**config.mk**
```make
export PLATFORM = sky130hd
export DESIGN_NAME = ccc_engine_top
export DESIGN_NICKNAME = d
export VERILOG_FILES = /design/src/rtl/ccc_pkg.sv /design/src/rtl/ccc_desc_reg.sv /design/src/rtl/ccc_engine_top.sv /design/src/rtl/ccc_sequencer.sv /design/src/rtl/ddr_crc5.sv /design/src/rtl/ddr_word_shifter.sv
export SDC_FILE = /design/constraint.sdc
export NUM_CORES = 1
export LEC_CHECK = 0
export BUFFER_PORTS_ARGS = -buffer_cell sky130_fd_sc_hd__buf_2
export CAP_MARGIN = 10
export CORE_MARGIN = 2
export CORE_UTILIZATION = 55
export CTS_CLUSTER_DIAMETER = 120
export DETAILED_ROUTE_END_ITERATION = 6
export HOLD_SLACK_MARGIN = 0.02
export PLACE_DENSITY = 0.75
export SYNTH_ARGS = -nofsm -noshare
export SYNTH_HDL_FRONTEND = slang
export SYNTH_SLANG_ARGS = --single-unit
```
**constraint.sdc**
```tcl
create_clock -name i_sys_clk -period 7.5 [get_ports i_sys_clk]
set_input_delay 1.5 -clock i_sys_clk [delete_from_list [all_inputs] [get_ports i_sys_clk]]
set_output_delay 1.5 -clock i_sys_clk [all_outputs]
set_load 0.01 [all_outputs]
```
**src/rtl/ccc_pkg.sv**
```systemverilog
package ccc_pkg;

  // byte count width, 63 bytes max per frame
  localparam int DATA_LEN_W = 6;

  localparam logic [6:0] BCAST_ADDR = 7'h7E; // broadcast address of the command word
  localparam logic [3:0] CRC_TOKEN  = 4'hC;  // leads the crc word
  localparam logic [4:0] CRC_INIT   = 5'h1F; // crc-5 seed

  // broadcast ccc codes handled by the engine
  typedef enum logic [7:0] {
    CCC_ENEC   = 8'h00,
    CCC_DISEC  = 8'h01,
    CCC_SETMWL = 8'h09,
    CCC_SETMRL = 8'h0A,
    CCC_RSTACT = 8'h2A
  } ccc_code_e;

  typedef enum logic [2:0] {
    ST_IDLE,
    ST_CMD_WORD,
    ST_ACK_SLOT,
    ST_CCC_WORD,
    ST_CONT_SLOT,   // continue/abort slot ahead of each data word
    ST_DATA_WORD,
    ST_CRC_WORD,
    ST_RESP
  } seq_state_e;

  // what the shifter is asked to put on the bus
  typedef enum logic [1:0] {
    WK_CMD,   // preamble 01, payload, parity
    WK_ACK,   // tx 1 then a released slot
    WK_DATA,  // payload and parity, preamble already sent
    WK_CRC    // 01, token, crc-5, 1
  } word_kind_e;

  typedef enum logic [1:0] {
    STS_OK,
    STS_NACK,
    STS_ABORTED,
    STS_UNSUPPORTED
  } ccc_status_e;

  typedef struct packed {
    logic [7:0]            code;
    logic                  dbp;       // defining byte present
    logic [7:0]            def_byte;
    logic [DATA_LEN_W-1:0] len;       // data bytes after the ccc word
  } ccc_desc_t;

  typedef struct packed {
    logic value;  // level the controller drives
    logic rx;     // line released, target bit sampled
  } bus_slot_t;

  typedef struct packed {
    word_kind_e  kind;
    logic [15:0] payload;
    logic [4:0]  crc;
  } word_req_t;

endpackage

```
**src/rtl/ccc_desc_reg.sv**
```systemverilog
`timescale 1ns/1ns

module ccc_desc_reg #(
  parameter int MAX_LEN = 63
) (
  input  logic                           i_sys_clk,
  input  logic                           i_sys_rst,
  input  logic                           i_load,
  input  ccc_pkg::ccc_desc_t             i_desc_in,
  input  logic                           i_take,
  output ccc_pkg::ccc_desc_t             o_desc,
  output logic                           o_supported,
  output logic [ccc_pkg::DATA_LEN_W-1:0] o_remaining
);

  logic code_known;

  // descriptor is held for the whole frame
  always_ff @(posedge i_sys_clk) begin
    if (i_load) begin
      o_desc <= i_desc_in;
    end
  end

  // bytes still to be pulled from the host
  always_ff @(posedge i_sys_clk or negedge i_sys_rst) begin
    if (!i_sys_rst) begin
      o_remaining <= '0;
    end else if (i_load) begin
      o_remaining <= i_desc_in.len;
    end else if (i_take && (o_remaining != '0)) begin
      o_remaining <= o_remaining - 1'b1; // one byte taken
    end
  end

  // only the listed broadcast codes, direct codes 80 and up fall to default
  always_comb begin
    case (o_desc.code)
      ccc_pkg::CCC_ENEC,
      ccc_pkg::CCC_DISEC,
      ccc_pkg::CCC_SETMWL,
      ccc_pkg::CCC_SETMRL,
      ccc_pkg::CCC_RSTACT: code_known = 1'b1;
      default:             code_known = 1'b0;
    endcase
  end

  assign o_supported = code_known && (int'(o_desc.len) <= MAX_LEN); // count limit too

endmodule

```
**src/rtl/ccc_engine_top.sv**
```systemverilog
`timescale 1ns/1ns

module ccc_engine_top #(
  parameter int MAX_LEN = 63
) (
  input  logic                 i_sys_clk,
  input  logic                 i_sys_rst,
  input  logic                 i_cmd_valid,
  input  ccc_pkg::ccc_desc_t   i_cmd,
  output logic                 o_cmd_ready,
  input  logic                 i_data_valid,
  input  logic [7:0]           i_data,
  output logic                 o_data_ready,
  output logic                 o_slot_valid,
  output ccc_pkg::bus_slot_t   o_slot,
  input  logic                 i_slot_ready,
  input  logic                 i_sda_in,
  output logic                 o_resp_valid,
  output ccc_pkg::ccc_status_e o_resp,
  input  logic                 i_resp_ready
);

  logic                           cmd_load;
  logic                           take;
  logic                           supported;
  ccc_pkg::ccc_desc_t             desc;
  logic [ccc_pkg::DATA_LEN_W-1:0] remaining;
  logic                           req_valid;
  ccc_pkg::word_req_t             req;
  logic                           req_ready;
  logic                           word_done;
  logic                           sample;
  logic                           crc_clr;
  logic                           crc_en;
  logic [7:0]                     crc_byte;
  logic [4:0]                     crc;

  ccc_sequencer u_seq (
    .i_sys_clk    (i_sys_clk),
    .i_sys_rst    (i_sys_rst),
    .i_cmd_valid  (i_cmd_valid),
    .o_cmd_ready  (o_cmd_ready),
    .o_cmd_load   (cmd_load),
    .i_data_valid (i_data_valid),
    .i_data       (i_data),
    .o_data_ready (o_data_ready),
    .o_take       (take),
    .i_slot_ready (i_slot_ready),
    .i_resp_ready (i_resp_ready),
    .i_supported  (supported),
    .i_desc       (desc),
    .i_remaining  (remaining),
    .o_req_valid  (req_valid),
    .o_req        (req),
    .i_req_ready  (req_ready),
    .i_word_done  (word_done),
    .i_sample     (sample),
    .o_crc_clr    (crc_clr),
    .o_crc_en     (crc_en),
    .o_crc_byte   (crc_byte),
    .i_crc        (crc),
    .o_resp_valid (o_resp_valid),
    .o_resp       (o_resp)
  );

  ccc_desc_reg #(.MAX_LEN(MAX_LEN)) u_desc (
    .i_sys_clk   (i_sys_clk),
    .i_sys_rst   (i_sys_rst),
    .i_load      (cmd_load),
    .i_desc_in   (i_cmd),
    .i_take      (take),
    .o_desc      (desc),
    .o_supported (supported),
    .o_remaining (remaining)
  );

  ddr_word_shifter u_shift (
    .i_sys_clk    (i_sys_clk),
    .i_sys_rst    (i_sys_rst),
    .i_req_valid  (req_valid),
    .i_req        (req),
    .o_req_ready  (req_ready),
    .o_slot_valid (o_slot_valid),
    .o_slot       (o_slot),
    .i_slot_ready (i_slot_ready),
    .i_sda_in     (i_sda_in),
    .o_word_done  (word_done),
    .o_sample     (sample)
  );

  ddr_crc5 u_crc (
    .i_sys_clk (i_sys_clk),
    .i_sys_rst (i_sys_rst),
    .i_clr     (crc_clr),
    .i_en      (crc_en),
    .i_byte    (crc_byte),
    .o_crc     (crc)
  );

endmodule

```
**src/rtl/ccc_sequencer.sv**
```systemverilog
`timescale 1ns/1ns

module ccc_sequencer (
  input  logic                           i_sys_clk,
  input  logic                           i_sys_rst,
  input  logic                           i_cmd_valid,
  output logic                           o_cmd_ready,
  output logic                           o_cmd_load,
  input  logic                           i_data_valid,
  input  logic [7:0]                     i_data,
  output logic                           o_data_ready,
  output logic                           o_take,
  input  logic                           i_slot_ready,
  input  logic                           i_resp_ready,
  input  logic                           i_supported,
  input  ccc_pkg::ccc_desc_t             i_desc,
  input  logic [ccc_pkg::DATA_LEN_W-1:0] i_remaining,
  output logic                           o_req_valid,
  output ccc_pkg::word_req_t             o_req,
  input  logic                           i_req_ready,
  input  logic                           i_word_done,
  input  logic                           i_sample,
  output logic                           o_crc_clr,
  output logic                           o_crc_en,
  output logic [7:0]                     o_crc_byte,
  input  logic [4:0]                     i_crc,
  output logic                           o_resp_valid,
  output ccc_pkg::ccc_status_e           o_resp
);

  ccc_pkg::seq_state_e  state_q;
  ccc_pkg::seq_state_e  state_d;
  ccc_pkg::ccc_status_e status_q;
  ccc_pkg::ccc_status_e status_d;
  logic                 req_sent_q;   // word handed to the shifter, waiting for done
  logic                 crc_pend_q;   // low payload byte still owed to the crc
  logic [1:0]           nbytes_q;     // bytes in the holding register
  logic [7:0]           hold_hi_q;
  logic [7:0]           hold_lo_q;
  logic [15:0]          word_payload;
  logic                 word_full;
  logic                 req_want;
  logic                 req_fire;
  logic                 byte_fire;

  assign o_cmd_ready  = (state_q == ccc_pkg::ST_IDLE);  // one frame at a time
  assign o_cmd_load   = i_cmd_valid && o_cmd_ready;
  assign o_crc_clr    = o_cmd_load;
  assign o_resp_valid = (state_q == ccc_pkg::ST_RESP);
  assign o_resp       = status_q;

  // last data word may be odd, low byte then becomes padding
  assign word_full = (nbytes_q == 2'd2) || ((nbytes_q == 2'd1) && (i_remaining == '0));

  // pull bytes only while the phy is taking slots, a stalled bus leaves the host alone
  assign o_data_ready = (state_q == ccc_pkg::ST_DATA_WORD) && !req_sent_q &&
                        (nbytes_q != 2'd2) && (i_remaining != '0) && i_slot_ready;
  assign byte_fire    = o_data_ready && i_data_valid;
  assign o_take       = byte_fire;

  always_comb begin
    word_payload = '0;
    case (state_q)
      ccc_pkg::ST_CMD_WORD:  word_payload = {8'h00, ccc_pkg::BCAST_ADDR, 1'b0}; // write, 7E
      ccc_pkg::ST_CCC_WORD:  word_payload = {i_desc.code, i_desc.dbp ? i_desc.def_byte : 8'h00};
      ccc_pkg::ST_DATA_WORD: word_payload = {hold_hi_q, (nbytes_q == 2'd2) ? hold_lo_q : 8'h00};
      default:               word_payload = '0;
    endcase
  end

  always_comb begin
    o_req.kind    = ccc_pkg::WK_ACK;
    o_req.payload = word_payload;
    o_req.crc     = i_crc;          // final value by the time the crc word goes out
    req_want      = 1'b0;
    case (state_q)
      ccc_pkg::ST_CMD_WORD: begin
        o_req.kind = ccc_pkg::WK_CMD;
        req_want   = i_supported;
      end
      ccc_pkg::ST_ACK_SLOT,
      ccc_pkg::ST_CONT_SLOT: req_want = 1'b1;
      ccc_pkg::ST_CCC_WORD: begin
        o_req.kind = ccc_pkg::WK_DATA;
        req_want   = 1'b1;
      end
      ccc_pkg::ST_DATA_WORD: begin
        o_req.kind = ccc_pkg::WK_DATA;
        req_want   = word_full;     // both bytes in before any payload slot
      end
      ccc_pkg::ST_CRC_WORD: begin
        o_req.kind = ccc_pkg::WK_CRC;
        req_want   = 1'b1;
      end
      default: req_want = 1'b0;
    endcase
  end

  assign o_req_valid = req_want && !req_sent_q;
  assign req_fire    = o_req_valid && i_req_ready;

  // high byte on the request, low byte the cycle after
  assign o_crc_en   = crc_pend_q || (req_fire && (o_req.kind == ccc_pkg::WK_DATA));
  assign o_crc_byte = crc_pend_q ? word_payload[7:0] : word_payload[15:8];

  always_comb begin
    state_d  = state_q;
    status_d = status_q;
    case (state_q)
      ccc_pkg::ST_IDLE: if (o_cmd_load) state_d = ccc_pkg::ST_CMD_WORD;
      ccc_pkg::ST_CMD_WORD: begin
        if (!i_supported) begin
          status_d = ccc_pkg::STS_UNSUPPORTED; // no slots at all
          state_d  = ccc_pkg::ST_RESP;
        end else if (i_word_done) begin
          state_d = ccc_pkg::ST_ACK_SLOT;
        end
      end
      ccc_pkg::ST_ACK_SLOT: begin
        if (i_word_done && i_sample) begin
          status_d = ccc_pkg::STS_NACK;        // target held the line high
          state_d  = ccc_pkg::ST_RESP;
        end else if (i_word_done) begin
          state_d = ccc_pkg::ST_CCC_WORD;
        end
      end
      ccc_pkg::ST_CCC_WORD,
      ccc_pkg::ST_DATA_WORD: begin
        if (i_word_done) begin
          state_d = (i_remaining != '0) ? ccc_pkg::ST_CONT_SLOT : ccc_pkg::ST_CRC_WORD;
        end
      end
      ccc_pkg::ST_CONT_SLOT: begin
        if (i_word_done && !i_sample) begin
          status_d = ccc_pkg::STS_ABORTED;     // target pulled low, no crc word
          state_d  = ccc_pkg::ST_RESP;
        end else if (i_word_done) begin
          state_d = ccc_pkg::ST_DATA_WORD;
        end
      end
      ccc_pkg::ST_CRC_WORD: begin
        if (i_word_done) begin
          status_d = ccc_pkg::STS_OK;
          state_d  = ccc_pkg::ST_RESP;
        end
      end
      ccc_pkg::ST_RESP: if (i_resp_ready) state_d = ccc_pkg::ST_IDLE;
      default: state_d = ccc_pkg::ST_IDLE;
    endcase
  end

  always_ff @(posedge i_sys_clk or negedge i_sys_rst) begin
    if (!i_sys_rst) begin
      state_q    <= ccc_pkg::ST_IDLE;
      status_q   <= ccc_pkg::STS_OK;
      req_sent_q <= 1'b0;
      crc_pend_q <= 1'b0;
      nbytes_q   <= '0;
    end else begin
      state_q    <= state_d;
      status_q   <= status_d;
      crc_pend_q <= req_fire && (o_req.kind == ccc_pkg::WK_DATA);
      if (i_word_done) begin
        req_sent_q <= 1'b0;
        nbytes_q   <= '0;        // holding register free for the next word
      end else begin
        if (req_fire) req_sent_q <= 1'b1;
        if (byte_fire) nbytes_q <= nbytes_q + 1'b1;
      end
    end
  end

  always_ff @(posedge i_sys_clk) begin
    if (byte_fire && (nbytes_q == 2'd0)) begin
      hold_hi_q <= i_data;  // first byte of the word
    end
    if (byte_fire && (nbytes_q == 2'd1)) begin
      hold_lo_q <= i_data;
    end
  end

endmodule

```
**src/rtl/ddr_crc5.sv**
```systemverilog
`timescale 1ns/1ns

module ddr_crc5 (
  input  logic       i_sys_clk,
  input  logic       i_sys_rst,
  input  logic       i_clr,
  input  logic       i_en,
  input  logic [7:0] i_byte,
  output logic [4:0] o_crc
);

  // x^5 + x^2 + 1, one byte msb first
  function automatic logic [4:0] crc5_byte(input logic [4:0] crc_in, input logic [7:0] data);
    logic [4:0] crc;
    logic       fb;
    crc = crc_in;
    for (int i = 7; i >= 0; i--) begin
      fb  = crc[4] ^ data[i];            // feedback from the top bit
      crc = {crc[3:0], 1'b0};
      if (fb) begin
        crc = crc ^ 5'b00101;            // taps at x^2 and x^0
      end
    end
    return crc;
  endfunction

  always_ff @(posedge i_sys_clk or negedge i_sys_rst) begin
    if (!i_sys_rst) begin
      o_crc <= ccc_pkg::CRC_INIT;
    end else if (i_clr) begin
      o_crc <= ccc_pkg::CRC_INIT; // new frame
    end else if (i_en) begin
      o_crc <= crc5_byte(o_crc, i_byte);
    end
  end

endmodule

```
**src/rtl/ddr_word_shifter.sv**
```systemverilog
`timescale 1ns/1ns

module ddr_word_shifter (
  input  logic               i_sys_clk,
  input  logic               i_sys_rst,
  input  logic               i_req_valid,
  input  ccc_pkg::word_req_t i_req,
  output logic               o_req_ready,
  output logic               o_slot_valid,
  output ccc_pkg::bus_slot_t o_slot,
  input  logic               i_slot_ready,
  input  logic               i_sda_in,
  output logic               o_word_done,
  output logic               o_sample
);

  logic [19:0] pat_q;      // slot pattern, msb goes out first
  logic [19:0] pat_d;
  logic [4:0]  cnt_q;      // slots left in the word
  logic [4:0]  len_d;
  logic        rx_word_q;  // ack type word, last slot is released
  logic        par_p1;
  logic        par_p0;
  logic        load;
  logic        slot_fire;
  logic        rx_slot;

  // hdr-ddr parity, p1 over odd payload bits, p0 over even bits inverted
  assign par_p1 = ^(i_req.payload & 16'hAAAA);
  assign par_p0 = ~^(i_req.payload & 16'h5555);

  always_comb begin
    pat_d = '0;
    len_d = '0;
    case (i_req.kind)
      ccc_pkg::WK_CMD: begin
        pat_d = {2'b01, i_req.payload, par_p1, par_p0};
        len_d = 5'd20;
      end
      ccc_pkg::WK_ACK: begin
        pat_d = {2'b11, 18'b0};  // second slot floats high for the target
        len_d = 5'd2;
      end
      ccc_pkg::WK_DATA: begin
        pat_d = {i_req.payload, par_p1, par_p0, 2'b00};
        len_d = 5'd18;
      end
      ccc_pkg::WK_CRC: begin
        pat_d = {2'b01, ccc_pkg::CRC_TOKEN, i_req.crc, 1'b1, 8'b0};
        len_d = 5'd12;
      end
      default: begin
        pat_d = '0;
        len_d = '0;
      end
    endcase
  end

  assign o_req_ready  = (cnt_q == 5'd0);         // idle between words
  assign load         = i_req_valid && o_req_ready;
  assign o_slot_valid = (cnt_q != 5'd0);
  assign slot_fire    = o_slot_valid && i_slot_ready;
  assign rx_slot      = rx_word_q && (cnt_q == 5'd1);
  assign o_slot       = '{value: pat_q[19], rx: rx_slot};

  always_ff @(posedge i_sys_clk or negedge i_sys_rst) begin
    if (!i_sys_rst) begin
      cnt_q       <= '0;
      rx_word_q   <= 1'b0;
      o_word_done <= 1'b0;
    end else begin
      o_word_done <= slot_fire && (cnt_q == 5'd1); // pulse after the last slot
      if (load) begin
        cnt_q     <= len_d;
        rx_word_q <= (i_req.kind == ccc_pkg::WK_ACK);
      end else if (slot_fire) begin
        cnt_q <= cnt_q - 1'b1;
      end
    end
  end

  always_ff @(posedge i_sys_clk) begin
    if (load) begin
      pat_q <= pat_d;
    end else if (slot_fire) begin
      pat_q <= {pat_q[18:0], 1'b0};  // next slot to the top
    end
    if (slot_fire && rx_slot) begin
      o_sample <= i_sda_in;          // target bit
    end
  end

endmodule

```
==> run_results.csv, run 1 <==
group,metric,value,unit
power,internal-power,1.155,mW
power,seqPwrFrac,0.381,
die,core,7767,um2
routing,drt_iter0_drc,249,
routing,route.vias.total,3156,
power,totalPowerFinal,1.843,mW
routing,route.detailed.drc,0,
power,peakVddDrop,0.0001492,V
yosys,ys_async_sr_fraction,0.3333,
routing,drt_wl_total,8829,um
grt,overflow,0,
yosys,synth_area_leaders,"edfxtp_1, dfrtp_1, nand2_1, xnor2_1, xnor3_1",
clock_tree,htreeDepth,3,
power,power.density,375.3,nW/um2
timing,tightest_slew,0.8624,ns
timing,slew_headroom,0.4251,
clock_tree,cts.sinks,81,
layout,final_area,4912,um2
timing,setup_viol,0,
clock_tree,cts_buffers,9,
clock_tree,cts_setup_buffers,0,
die,start_util,0.5731,
yosys,ys_types,58,
die,fp.dieW,93.97,um
clock_tree,path_clk_slew,0.08,ns
timing,rsz0062_at_grt,"no",
setup_path,crit_arrival,2.15,ns
layout,drive_above_1_share,0.1769,
yosys,synth_most_common_cell,"edfxtp_1",
clock_tree,postCtsResizedCells,0,
setup_path,crit_path_end_kind,"output pin",
placed_design,place.gp.congestion,0.8495,
timing,finalSetupTns,0,ns
layout,final_core_util,0.6324,
yosys,seq_area_frac_synth,0.5174,
yosys,avgSynthCellArea,11.07,um2
power,power_switching,0.6883,mW
grt,grt_pass1_wl,14970,um
power,p_comb_frac,0.449,
grt,antenna_found_initial,0,
clock_tree,clk_latency,0.35,ns
placed_design,port_buffers,45,
layout,area_delta_synth_final,10.34,%
routing,drt-pass1-iter-count,5,
die,rows,32,
run_status,status,"complete, no violations",
yosys,synth_commonest_cells,"edfxtp_1, nand2_1, nor2_1, o21ai_0, dfrtp_1",
yosys,ys_ff_latch,81,
die,dieArea,8829,um2
clock_tree,ctsHoldBuffers,0,
layout,antenna_cells,0,
yosys,synthCells,402,
timing,slew_viol_final,0,
setup_path,start_kind,"input pin",
setup_path,worstSetupPathType,"in -> out",
timing,finClkSkew,0.009895,ns
min_path,hold_path.class,"reg -> reg",
routing,route.antenna.remaining_nets,0,
setup_path,cp.required,6.00,ns
clock_tree,root_buffer,"clkbuf_8",
yosys,synth-edff-count,54,
layout,nNetsFinal,483,
yosys,syn_area,4452,um2
clock_tree,cts_tree,"done",
placed_design,dpl_cell_area,4717,um2
timing,fmax,274.2,MHz
die,num_io_pins,46,
yosys,synth_area_leader_cell,"edfxtp_1",
die,die_h,93.97,um
timing,hold_viol_final,0,
grt,grt_pass1_vias,3070,
yosys,synthesis.nets,449,
yosys,yosysTopAreaCellShare,0.3642,
setup_path,critical_path.max_fanout,6,
clock_tree,cts_max_path_buffers,2,
power,p_sw_frac,0.3734,
grt,grt_max_degree,47,
timing,fin_crit_sh,0.4862,
routing,routed_via_density,5.812,
yosys,yosysWarnings,0,
yosys,synth_ff_type,"edfxtp_1",
timing,min_period,3.647,ns
routing,routedWlPerCell,16.26,um
run,cap_violations,0,
power,power.share.clock,0.170,
placed_design,dpl.hpwl,6338,um
grt,track_usage,0.2219,
power,leakage,1.995,nW
logic make-up after synthesis:
| logic type | count (synthesis) | synth area share |
|---|---|---|
| AND/OR/NAND/NOR | 130 | 0.1484 |
| buffers and inverters | 36 | 0.03400 |
| flip-flops | 81 | 0.5174 |
| adder cells (fa/ha/maj) | 9 | 0.02530 |
| AO/OA/AOI/OAI | 103 | 0.1622 |
| multiplexers | 8 | 0.01883 |
| XOR/XNOR | 35 | 0.09387 |
power by group through the flow:
stage	clock (mW)	combinational, mW	sequential [mW]
6_report	0.313	0.828	0.702
5_1_grt	0.334	0.920	0.718
4_1_cts	0.317	0.826	0.701
3_5_place_dp	0	0.822	0.711
3_3_place_gp	0	0.803	0.705
2_1_floorplan	0	0.712	0.654
through the flow:
step           hold WS (ns)  instances  worst slack [ns]
2_1_floorplan        0.4607        402             4.134
3_3_place_gp         0.4796        527             3.873
3_5_place_dp         0.4996        527             3.847
4_1_cts              0.5185        543             3.850
5_1_grt              0.5475        543             3.742
6_report             0.5176        543             3.853
state kept, by name, summed over array words and instances (netlist names):
name	flops
u_seq.hold_lo_q	8
u_seq.crc_pend_q	1
u_crc.o_crc	5
u_desc.o_desc	17
u_shift.o_word_done	1
u_shift.rx_word_q	1
u_shift.pat_q	20
u_seq.state_q	3
u_shift.cnt_q	5
u_seq.o_resp	2
u_shift.o_sample	1
u_desc.o_remaining	6
u_seq.req_sent_q	1
u_seq.nbytes_q	2
u_seq.hold_hi_q	8
layer usage:
layer,part of all wire,GRT usage,up-vias
li1,-,-,1539
met3,0.052,0.03852,22
met5,0,0,-
met4,0.028,0.1014,0
met2,0.46,0.3345,112
met1,0.46,0.3152,1483
path summary, 6_finish.rpt:
kind / cells after the start / endpoint / slack (ns) / startpoint
max: 4 / o_data_ready / 3.85 / i_slot_ready
min: 2 / u_shift.cnt_q[4] / 0.52 / u_shift.cnt_q[4]
max reg2reg: 7 / u_shift.pat_q[9] / 4.19 / u_seq.state_q[2]
min reg2reg: 2 / u_shift.cnt_q[4] / 0.52 / u_shift.cnt_q[4]
max in group asynchronous: 1 / u_seq.crc_pend_q / 5.93 / i_sys_rst
min in group asynchronous: 1 / u_seq.o_resp[0] / 1.15 / i_sys_rst
cell usage in the layout, fill, tap and decap left out, types with 4 or more instances in the layout:
master    count
nand2_1      50
ha_1          9
a211oi_1      8
dfrtp_1      22
a21oi_1       9
and3b_1       8
a221o_1       4
a221oi_1      5
xnor3_1       7
a31oi_1       4
clkbuf_8      9
edfxtp_1     54
a22o_1        6
dfstp_2       5
buf_2        45
nand2b_1      5
nor2_1       26
and3_1        5
and2_1        5
a21o_1        7
xor2_1        7
nor3_1        4
nor2b_1       4
nand3_1       4
o21a_1        4
mux2i_1       5
nor4_1        5
o21ai_0      26
xnor2_1      20
inv_1        12
final cells by class:
class,instances,area [um2]
Clock buffer,9,123.9
Clock inverter,7,71.32
Fill cell,619,2855
Inverter,12,45.04
Multi-Input combinational cell,285,2001
Sequential cell,81,2303
Tap cell,102,127.6
Timing Repair Buffer,47,240.2
worst max-delay path: stages:
cell	delay, ns
buf_2	0.12
nand2_1	0.08
nor4_2	0.24
buf_2	0.20
(Power assumes the default switching activity.)
==> run 2, diff against run 1 <==
--- a/config.mk
+++ b/config.mk
@@ -5,6 +5,7 @@
 export SDC_FILE = /design/constraint.sdc
 export NUM_CORES = 1
 export LEC_CHECK = 0
+export ABC_AREA = 1
 export BUFFER_PORTS_ARGS = -buffer_cell sky130_fd_sc_hd__buf_2
 export CAP_MARGIN = 10
 export CORE_MARGIN = 2
==> constraint.sdc (replaced) <==
create_clock -name i_sys_clk -period 3.7 [get_ports i_sys_clk]
set_input_delay 0.74 -clock i_sys_clk [delete_from_list [all_inputs] [get_ports i_sys_clk]]
set_output_delay 0.74 -clock i_sys_clk [all_outputs]
set_load 0.01 [all_outputs]
==> run 2 against run 1 <==
Against the previous run: worst hold slack lost 0.11 ns; routed wire length grew 21%; worst setup slack lost 3.2 ns; combinational power grew 140%; sequential power grew 100%; sequential cell count is the same; design area grew 6.5%; first-iteration DRC count grew 18%; sequential share of layout area shrank 2.9 points; highest routed layer unchanged.
==> run_results.csv, run 2 <==
group,metric,value,unit
run_status,status,"complete, no violations",
setup_path,worstReg2RegEnd,"u_shift.pat_q[5]",
placed_design,dpl.hpwl,8083,um
routing,drt_iter0_drc,294,
grt,antenna_found_initial,0,
timing,fmax,331.3,MHz
yosys,avgSynthCellArea,8.779,um2
power,internal-power,2.214,mW
yosys,yosysTopAreaCellShare,0.3389,
clock_tree,root_buffer,"clkbuf_8",
grt,grt_pass1_wl,17420,um
timing,slew_viol_final,0,
power,peakVddDrop,0.0003188,V
setup_path,crit_arrival,3.22,ns
power,power_switching,1.816,mW
timing,setup_viol,0,
clock_tree,postCtsResizedCells,0,
timing,hold_viol_final,0,
min_path,hold_path.class,"in -> async",
layout,nFillCells,742,
setup_path,critical_path.max_fanout,16,
setup_path,start_kind,"flop",
power,p_comb_frac,0.485,
clock_tree,cts_setup_buffers,0,
layout,area_delta_synth_final,9.362,%
timing,finClkSkew,0.008844,ns
routing,routedWlPerCell,15.24,um
grt,top_usage_layer,"met2",
timing,finalSetupTns,0,ns
layout,drive_above_1_share,0.2132,
grt,grt_pass1_vias,3647,
run,cap_violations,0,
routing,routed_via_density,5.622,
setup_path,cp.required,3.90,ns
grt,grt_util_met3,0.03669,
yosys,seq_area_frac_synth,0.4814,
power,power.share.clock,0.160,
setup_path,worstSetupPathType,"reg -> reg",
yosys,synth_area_leader_cell,"edfxtp_1",
routing,route.detailed.drc,0,
clock_tree,ctsHoldBuffers,0,
clock_tree,cts_max_path_buffers,2,
yosys,synth_commonest_cells,"nand2_1, inv_1, nand3_1",
layout,antenna_cells,0,
placed_design,place.gp.congestion,0.8826,
power,power.density,770.3,nW/um2
yosys,yosysWarnings,0,
yosys,synth_compound_area_frac,0.09153,
die,rows,34,
power,p_sw_frac,0.4507,
clock_tree,clk_latency,0.36,ns
die,die_h,97.27,um
grt,overflow,0,
yosys,synth-edff-count,54,
yosys,yosys-mux-area-fraction,0,
die,core,8593,um2
yosys,synth_adder_area_share,0.02354,
routing,drt-pass1-iter-count,5,
setup_path,crit_path_end_kind,"flop",
routing,drt_wl_total,10660,um
routing,route.vias.total,3930,
yosys,ys_types,42,
grt,grt_max_degree,32,
layout,nNetsFinal,633,
yosys,ys_async_sr_fraction,0.3333,
die,fp.dieW,97.27,um
yosys,synthesis.nets,592,
timing,min_period,3.019,ns
yosys,yosys.area_share.simple,0.2900,
timing,fin_crit_sh,0.8159,
setup_path,r2r_cells,13,
placed_design,port_buffers,45,
layout,layout_common_cells,"nand2_1, inv_1, nand3_1",
setup_path,r2r_slack,0.68,ns
yosys,ys_ff_latch,81,
setup_path,r2r-start,"u_seq.state_q[2]",
yosys,synth_ff_type,"edfxtp_1",
grt,use_met1,0.3268,
routing,route.antenna.remaining_nets,0,
clock_tree,cts_buffers,9,
power,leakage,2.407,nW
yosys,synth_area_leaders,"edfxtp_1, dfrtp_1, nand2_1, nand3_1, inv_1",
die,dieArea,9461,um2
die,start_util,0.5568,
layout,largestRegisters,"u_shift.pat_q x20, u_desc.o_desc x17",
power,seqPwrFrac,0.356,
layout,largest_reg_flops,20,
setup_path,endpoint,"u_shift.pat_q[5]",
clock_tree,htreeDepth,3,
yosys,syn_area,4785,um2
yosys,synth_most_common_cell,"nand2_1",
grt,use_met2,0.3531,
die,num_io_pins,46,
setup_path,crit_start,"u_seq.state_q[2]",
layout,layout_commonest_cell,"nand2_1",
layout,largest_register,"u_shift.pat_q",
clock_tree,cts.sinks,81,
timing,rsz0062_at_grt,"no",
grt,track_usage,0.2299,
yosys,synthXorXnorAreaFrac,0.03740,
power,totalPowerFinal,4.030,mW
timing,tightest_slew,0.9037,ns
clock_tree,cts_tree,"done",
timing,slew_headroom,0.3969,
yosys,synthCells,545,
clock_tree,path_clk_slew,0.10,ns
yosys,synth_top_family_by_area,"simple AND/OR/NAND/NOR gates",
-- run 2: cell types whose count changed in the layout (fill, tap and decap cells not counted), moves of 8 or more --
cell      previous run  this run
xnor2_1             20         8
nand3_1              4        59
and3b_1              8         0
inv_1               12        59
nand2_2              0        27
nand2_1             50       133
nand4_1              0         9
nand3_2              0        12
a211oi_1             8         0
-- run 2: worst min path at each step --
| stage | start | slack [ns] | cells after the start | end |
|---|---|---|---|---|
| 4_1_cts | i_sys_rst | 0.42 | 1 | u_shift.o_word_done |
| 6_report | i_sys_rst | 0.41 | 1 | u_shift.o_word_done |
| 3_3_place_gp | u_seq.o_resp[1] | 0.47 | 2 | u_seq.o_resp[1] |
| 5_1_grt | i_sys_rst | 0.44 | 1 | u_shift.o_word_done |
| 2_1_floorplan | u_shift.o_word_done | 0.42 | 1 | u_seq.req_sent_q |
| 3_5_place_dp | u_seq.o_resp[0] | 0.49 | 2 | u_seq.o_resp[0] |
-- run 2: layout make-up --
type | instances | area (um2) | area share
Sequential cell | 81 | 2303 | 0.4402
Inverter | 66 | 247.7 | 0.04735
Tap cell | 108 | 135.1 | 0.02583
Timing Repair Buffer | 46 | 232.7 | 0.04448
Clock inverter | 7 | 72.57 | 0.01387
Clock buffer | 9 | 123.9 | 0.02367
Multi-Input combinational cell | 382 | 2117 | 0.4046
-- run 2: cell families (layout without fill, tap and decap cells) --
| group | after synthesis | count (layout) |
|---|---|---|
| and+or+nand+nor | 285 | 285 |
| buffers and inverters | 82 | 128 |
| DFF | 81 | 81 |
| AOI/OAI and AO/OA | 71 | 71 |
| xor gates and xnor gates | 17 | 17 |
| adders and majority gates | 9 | 9 |
-- run 2: through the flow --
| stage | setup WS (ns) | cells | hold slack [ns] | instance area [um2] | utilization |
|---|---|---|---|---|---|
| 3_5_place_dp | 0.7510 | 683 | 0.4910 | 5036 | 0.5861 |
| 5_1_grt | 0.4058 | 699 | 0.4372 | 5233 | 0.6089 |
| 6_report | 0.6812 | 699 | 0.4092 | 5233 | 0.6089 |
| 4_1_cts | 0.7144 | 699 | 0.4177 | 5233 | 0.6089 |
| 2_1_floorplan | 1.318 | 545 | 0.4241 | 4785 | - |
| 3_3_place_gp | 0.9163 | 683 | 0.4719 | 5036 | 0.5861 |
-- run 2: power groups by stage --
stage                     Clock, mW  Combinational [mW]  Sequential, mW
after floorplan                   0                1.56            1.40
after global placement            0                1.87            1.44
after detailed placement          0                1.93            1.45
after CTS                     0.648                1.94            1.43
after global routing          0.698                2.20            1.46
final                         0.644                1.95            1.43
-- run 2: per-layer routing --
metal  share of wire  vias up
li1                -     1910
met1            0.46     1839
met2            0.45      149
met3           0.056       32
met4           0.031        0
met5               0        -
-- run 2: worst max-delay path, stage by stage, from the launching register on --
cell	delay (ns)
dfrtp_1	0.56
inv_2	0.18
nor2_4	0.40
inv_1	0.11
nand2_1	0.18
nor2_1	0.10
ha_1	0.19
inv_1	0.32
nand2_1	0.19
nor2_2	0.18
nand2_1	0.18
inv_2	0.12
nand2_1	0.05
o211ai_1	0.08
==> run 3, diff against run 2 <==
==> constraint.sdc (replaced) <==
create_clock -name i_sys_clk -period 3 [get_ports i_sys_clk]
set_input_delay 0.6 -clock i_sys_clk [delete_from_list [all_inputs] [get_ports i_sys_clk]]
set_output_delay 0.6 -clock i_sys_clk [all_outputs]
set_load 0.01 [all_outputs]
==> run 3 against run 2 <==
Against the previous run: sequential power is 24% higher; register-to-register slack got worse by 0.31 ns; worst setup slack worse by 0.31 ns; clock power grew 32%.
==> run_results.csv, run 3 (synthesis gave the netlist of run 2 again) <==
group,metric,value,unit
run_status,status,"complete, no violations",
grt,track_usage,0.2382,
routing,drt_wl_total,10950,um
timing,fin_crit_sh,0.8752,
die,die_h,97.27,um
placed_design,dpl_cell_area,5074,um2
clock_tree,cts_tree,"done",
routing,wl_met1,5029,um
routing,route.vias.total,3921,
layout,antenna_cells,0,
timing,tightest_slew,0.7117,ns
layout,largest_reg_flops,20,
layout,layout_commonest_cell,"nand2_1",
setup_path,crit_start,"u_seq.state_q[2]",
routing,drt_iter0_drc,295,
power,power.density,960.7,nW/um2
clock_tree,postCtsResizedCells,0,
setup_path,cp.required,3.20,ns
setup_path,r2r-start,"u_seq.state_q[2]",
setup_path,cp_slowest_stage_delay,0.56,ns
die,rows,34,
routing,drt-pass1-iter-count,5,
timing,rsz0062_at_grt,"no",
grt,overflow,0,
setup_path,r2r_slack,0.37,ns
clock_tree,ctsHoldBuffers,0,
timing,min_period,2.626,ns
die,dieArea,9461,um2
placed_design,place.gp.congestion,0.9432,
setup_path,critical-path-top-delay-family,"simple AND/OR/NAND/NOR gates",
die,start_util,0.5568,
setup_path,crit_top_cell,"nand2_1",
layout,final_core_util,0.6147,
die,core,8593,um2
routing,route.antenna.remaining_nets,0,
clock_tree,cts_buffers,9,
clock_tree,cts_setup_buffers,0,
power,peakVddDrop,0.0004460,V
die,fp.dieW,97.27,um
grt,grt_pass1_wl,17910,um
layout,drive_above_1_share,0.2198,
clock_tree,cts.sinks,81,
layout,nNetsFinal,638,
routing,dr_wl_met2,5183,um
grt,grt_max_degree,28,
placed_design,place_ws,0.4889,ns
setup_path,r2r_cells,13,
routing,route.detailed.drc,0,
timing,setup_viol,0,
layout,nFillCells,758,
setup_path,crit_chain,"inv_2 -> nand3_1 -> nand2_1 -> nor2_1 -> inv_1 -> ha_1 -> inv_1 -> nand2_1 -> nor2_2 -> nand2_1 -> inv_2 -> nand2_1 -> o211ai_1",
routing,dr_wl_met3,558,um
setup_path,crit_arrival,2.83,ns
setup_path,critical_path.max_fanout,9,
setup_path,crit_path_end_kind,"flop",
layout,largest_register,"u_shift.pat_q",
grt,antenna_found_initial,0,
grt,grt_pass1_vias,3792,
layout,final_area,5283,um2
routing,routedWlPerCell,15.55,um
run,cap_violations,0,
power,leakage,2.435,nW
timing,slew_viol_final,0,
min_path,hold_path.class,"in -> async",
placed_design,port_buffers,45,
timing,hold_viol_final,0,
placed_design,dpl.hpwl,8337,um
layout,layout_common_cells,"nand2_1, inv_1, nand3_1",
clock_tree,htreeDepth,3,
setup_path,worstSetupPathType,"reg -> reg",
clock_tree,clk_latency,0.37,ns
layout,stdcell_count,704,
timing,layout_setup_ws,0.3744,ns
setup_path,critPathBufInv,4,
routing,dr.max_layer_used,"met4",
setup_path,start_kind,"flop",
clock_tree,cts_max_path_buffers,2,
timing,slew_headroom,0.5255,
setup_path,crit_slowest_cell,"dfrtp_1",
timing,fmax,380.9,MHz
layout,area_delta_synth_final,10.41,%
timing,finClkSkew,0.01926,ns
timing,finalSetupTns,0,ns
layout,largestRegisters,"u_shift.pat_q x20, u_desc.o_desc x17",
routing,routed_via_density,5.570,
clock_tree,root_buffer,"clkbuf_8",
clock_tree,path_clk_slew,0.10,ns
setup_path,worstReg2RegEnd,"u_shift.pat_q[5]",
placed_design,place_inst,688,
die,num_io_pins,46,
## run 3: cell types whose count changed in the layout (fill, tap and decap cells not counted)
cell / before / now
buf_4: 1 / 6
bufinv_16: 0 / 1
clkinv_8: 1 / 0
clkinvlp_4: 1 / 2
inv_6: 2 / 1
## run 3: worst max path at each step
stage	slack, ns	endpoint	cells after the start
after detailed placement	0.49	u_shift.pat_q[15]	12
after CTS	0.45	u_shift.pat_q[15]	12
final	0.37	u_shift.pat_q[5]	13
after global placement	0.58	u_shift.pat_q[2]	12
after floorplan	0.62	u_shift.pat_q[9]	14
after global routing	0.17	u_shift.pat_q[15]	13
## run 3: final cells by class
type / count / area (um2) / area share
Sequential cell: 81 / 2303 / 0.4360
Multi-Input combinational cell: 382 / 2117 / 0.4008
Timing Repair Buffer: 51 / 270.3 / 0.05116
Inverter: 66 / 247.7 / 0.04690
Tap cell: 108 / 135.1 / 0.02558
Clock buffer: 9 / 123.9 / 0.02345
Clock inverter: 7 / 85.08 / 0.01611
## run 3: worst register-to-register path, delay by kind of cell (launching register included)
kind | cells | cell delay, ns
and+or+nand+nor | 7 | 1.15
buffers and inverters | 4 | 0.48
AOI/OAI and AO/OA | 1 | 0.08
adders and majority gates | 1 | 0.20
DFF | 1 | 0.56
## run 3: through the flow
step / power, mW / hold WS, ns
after floorplan: 3.656 / 0.3044
after global placement: 4.139 / 0.4656
after detailed placement: 4.223 / 0.4825
after CTS: 5.067 / 0.2885
after global routing: 5.480 / 0.3150
final: 5.075 / 0.2678
## run 3: report_power, final
| group | leakage [nW] | switching [mW] | internal, mW |
|---|---|---|---|
| sequential | 0.824 | 0.191 | 1.58 |
| combinational | 1.51 | 1.60 | 0.854 |
| clock | 0.0999 | 0.446 | 0.400 |
| total | 2.43 | 2.24 | 2.83 |
## run 3: layer usage
metal  track usage  vias up
met5             0        -
met4       0.07051        0
met3       0.04317       19
met2        0.3900      132
met1        0.3270     1843
li1              -     1927
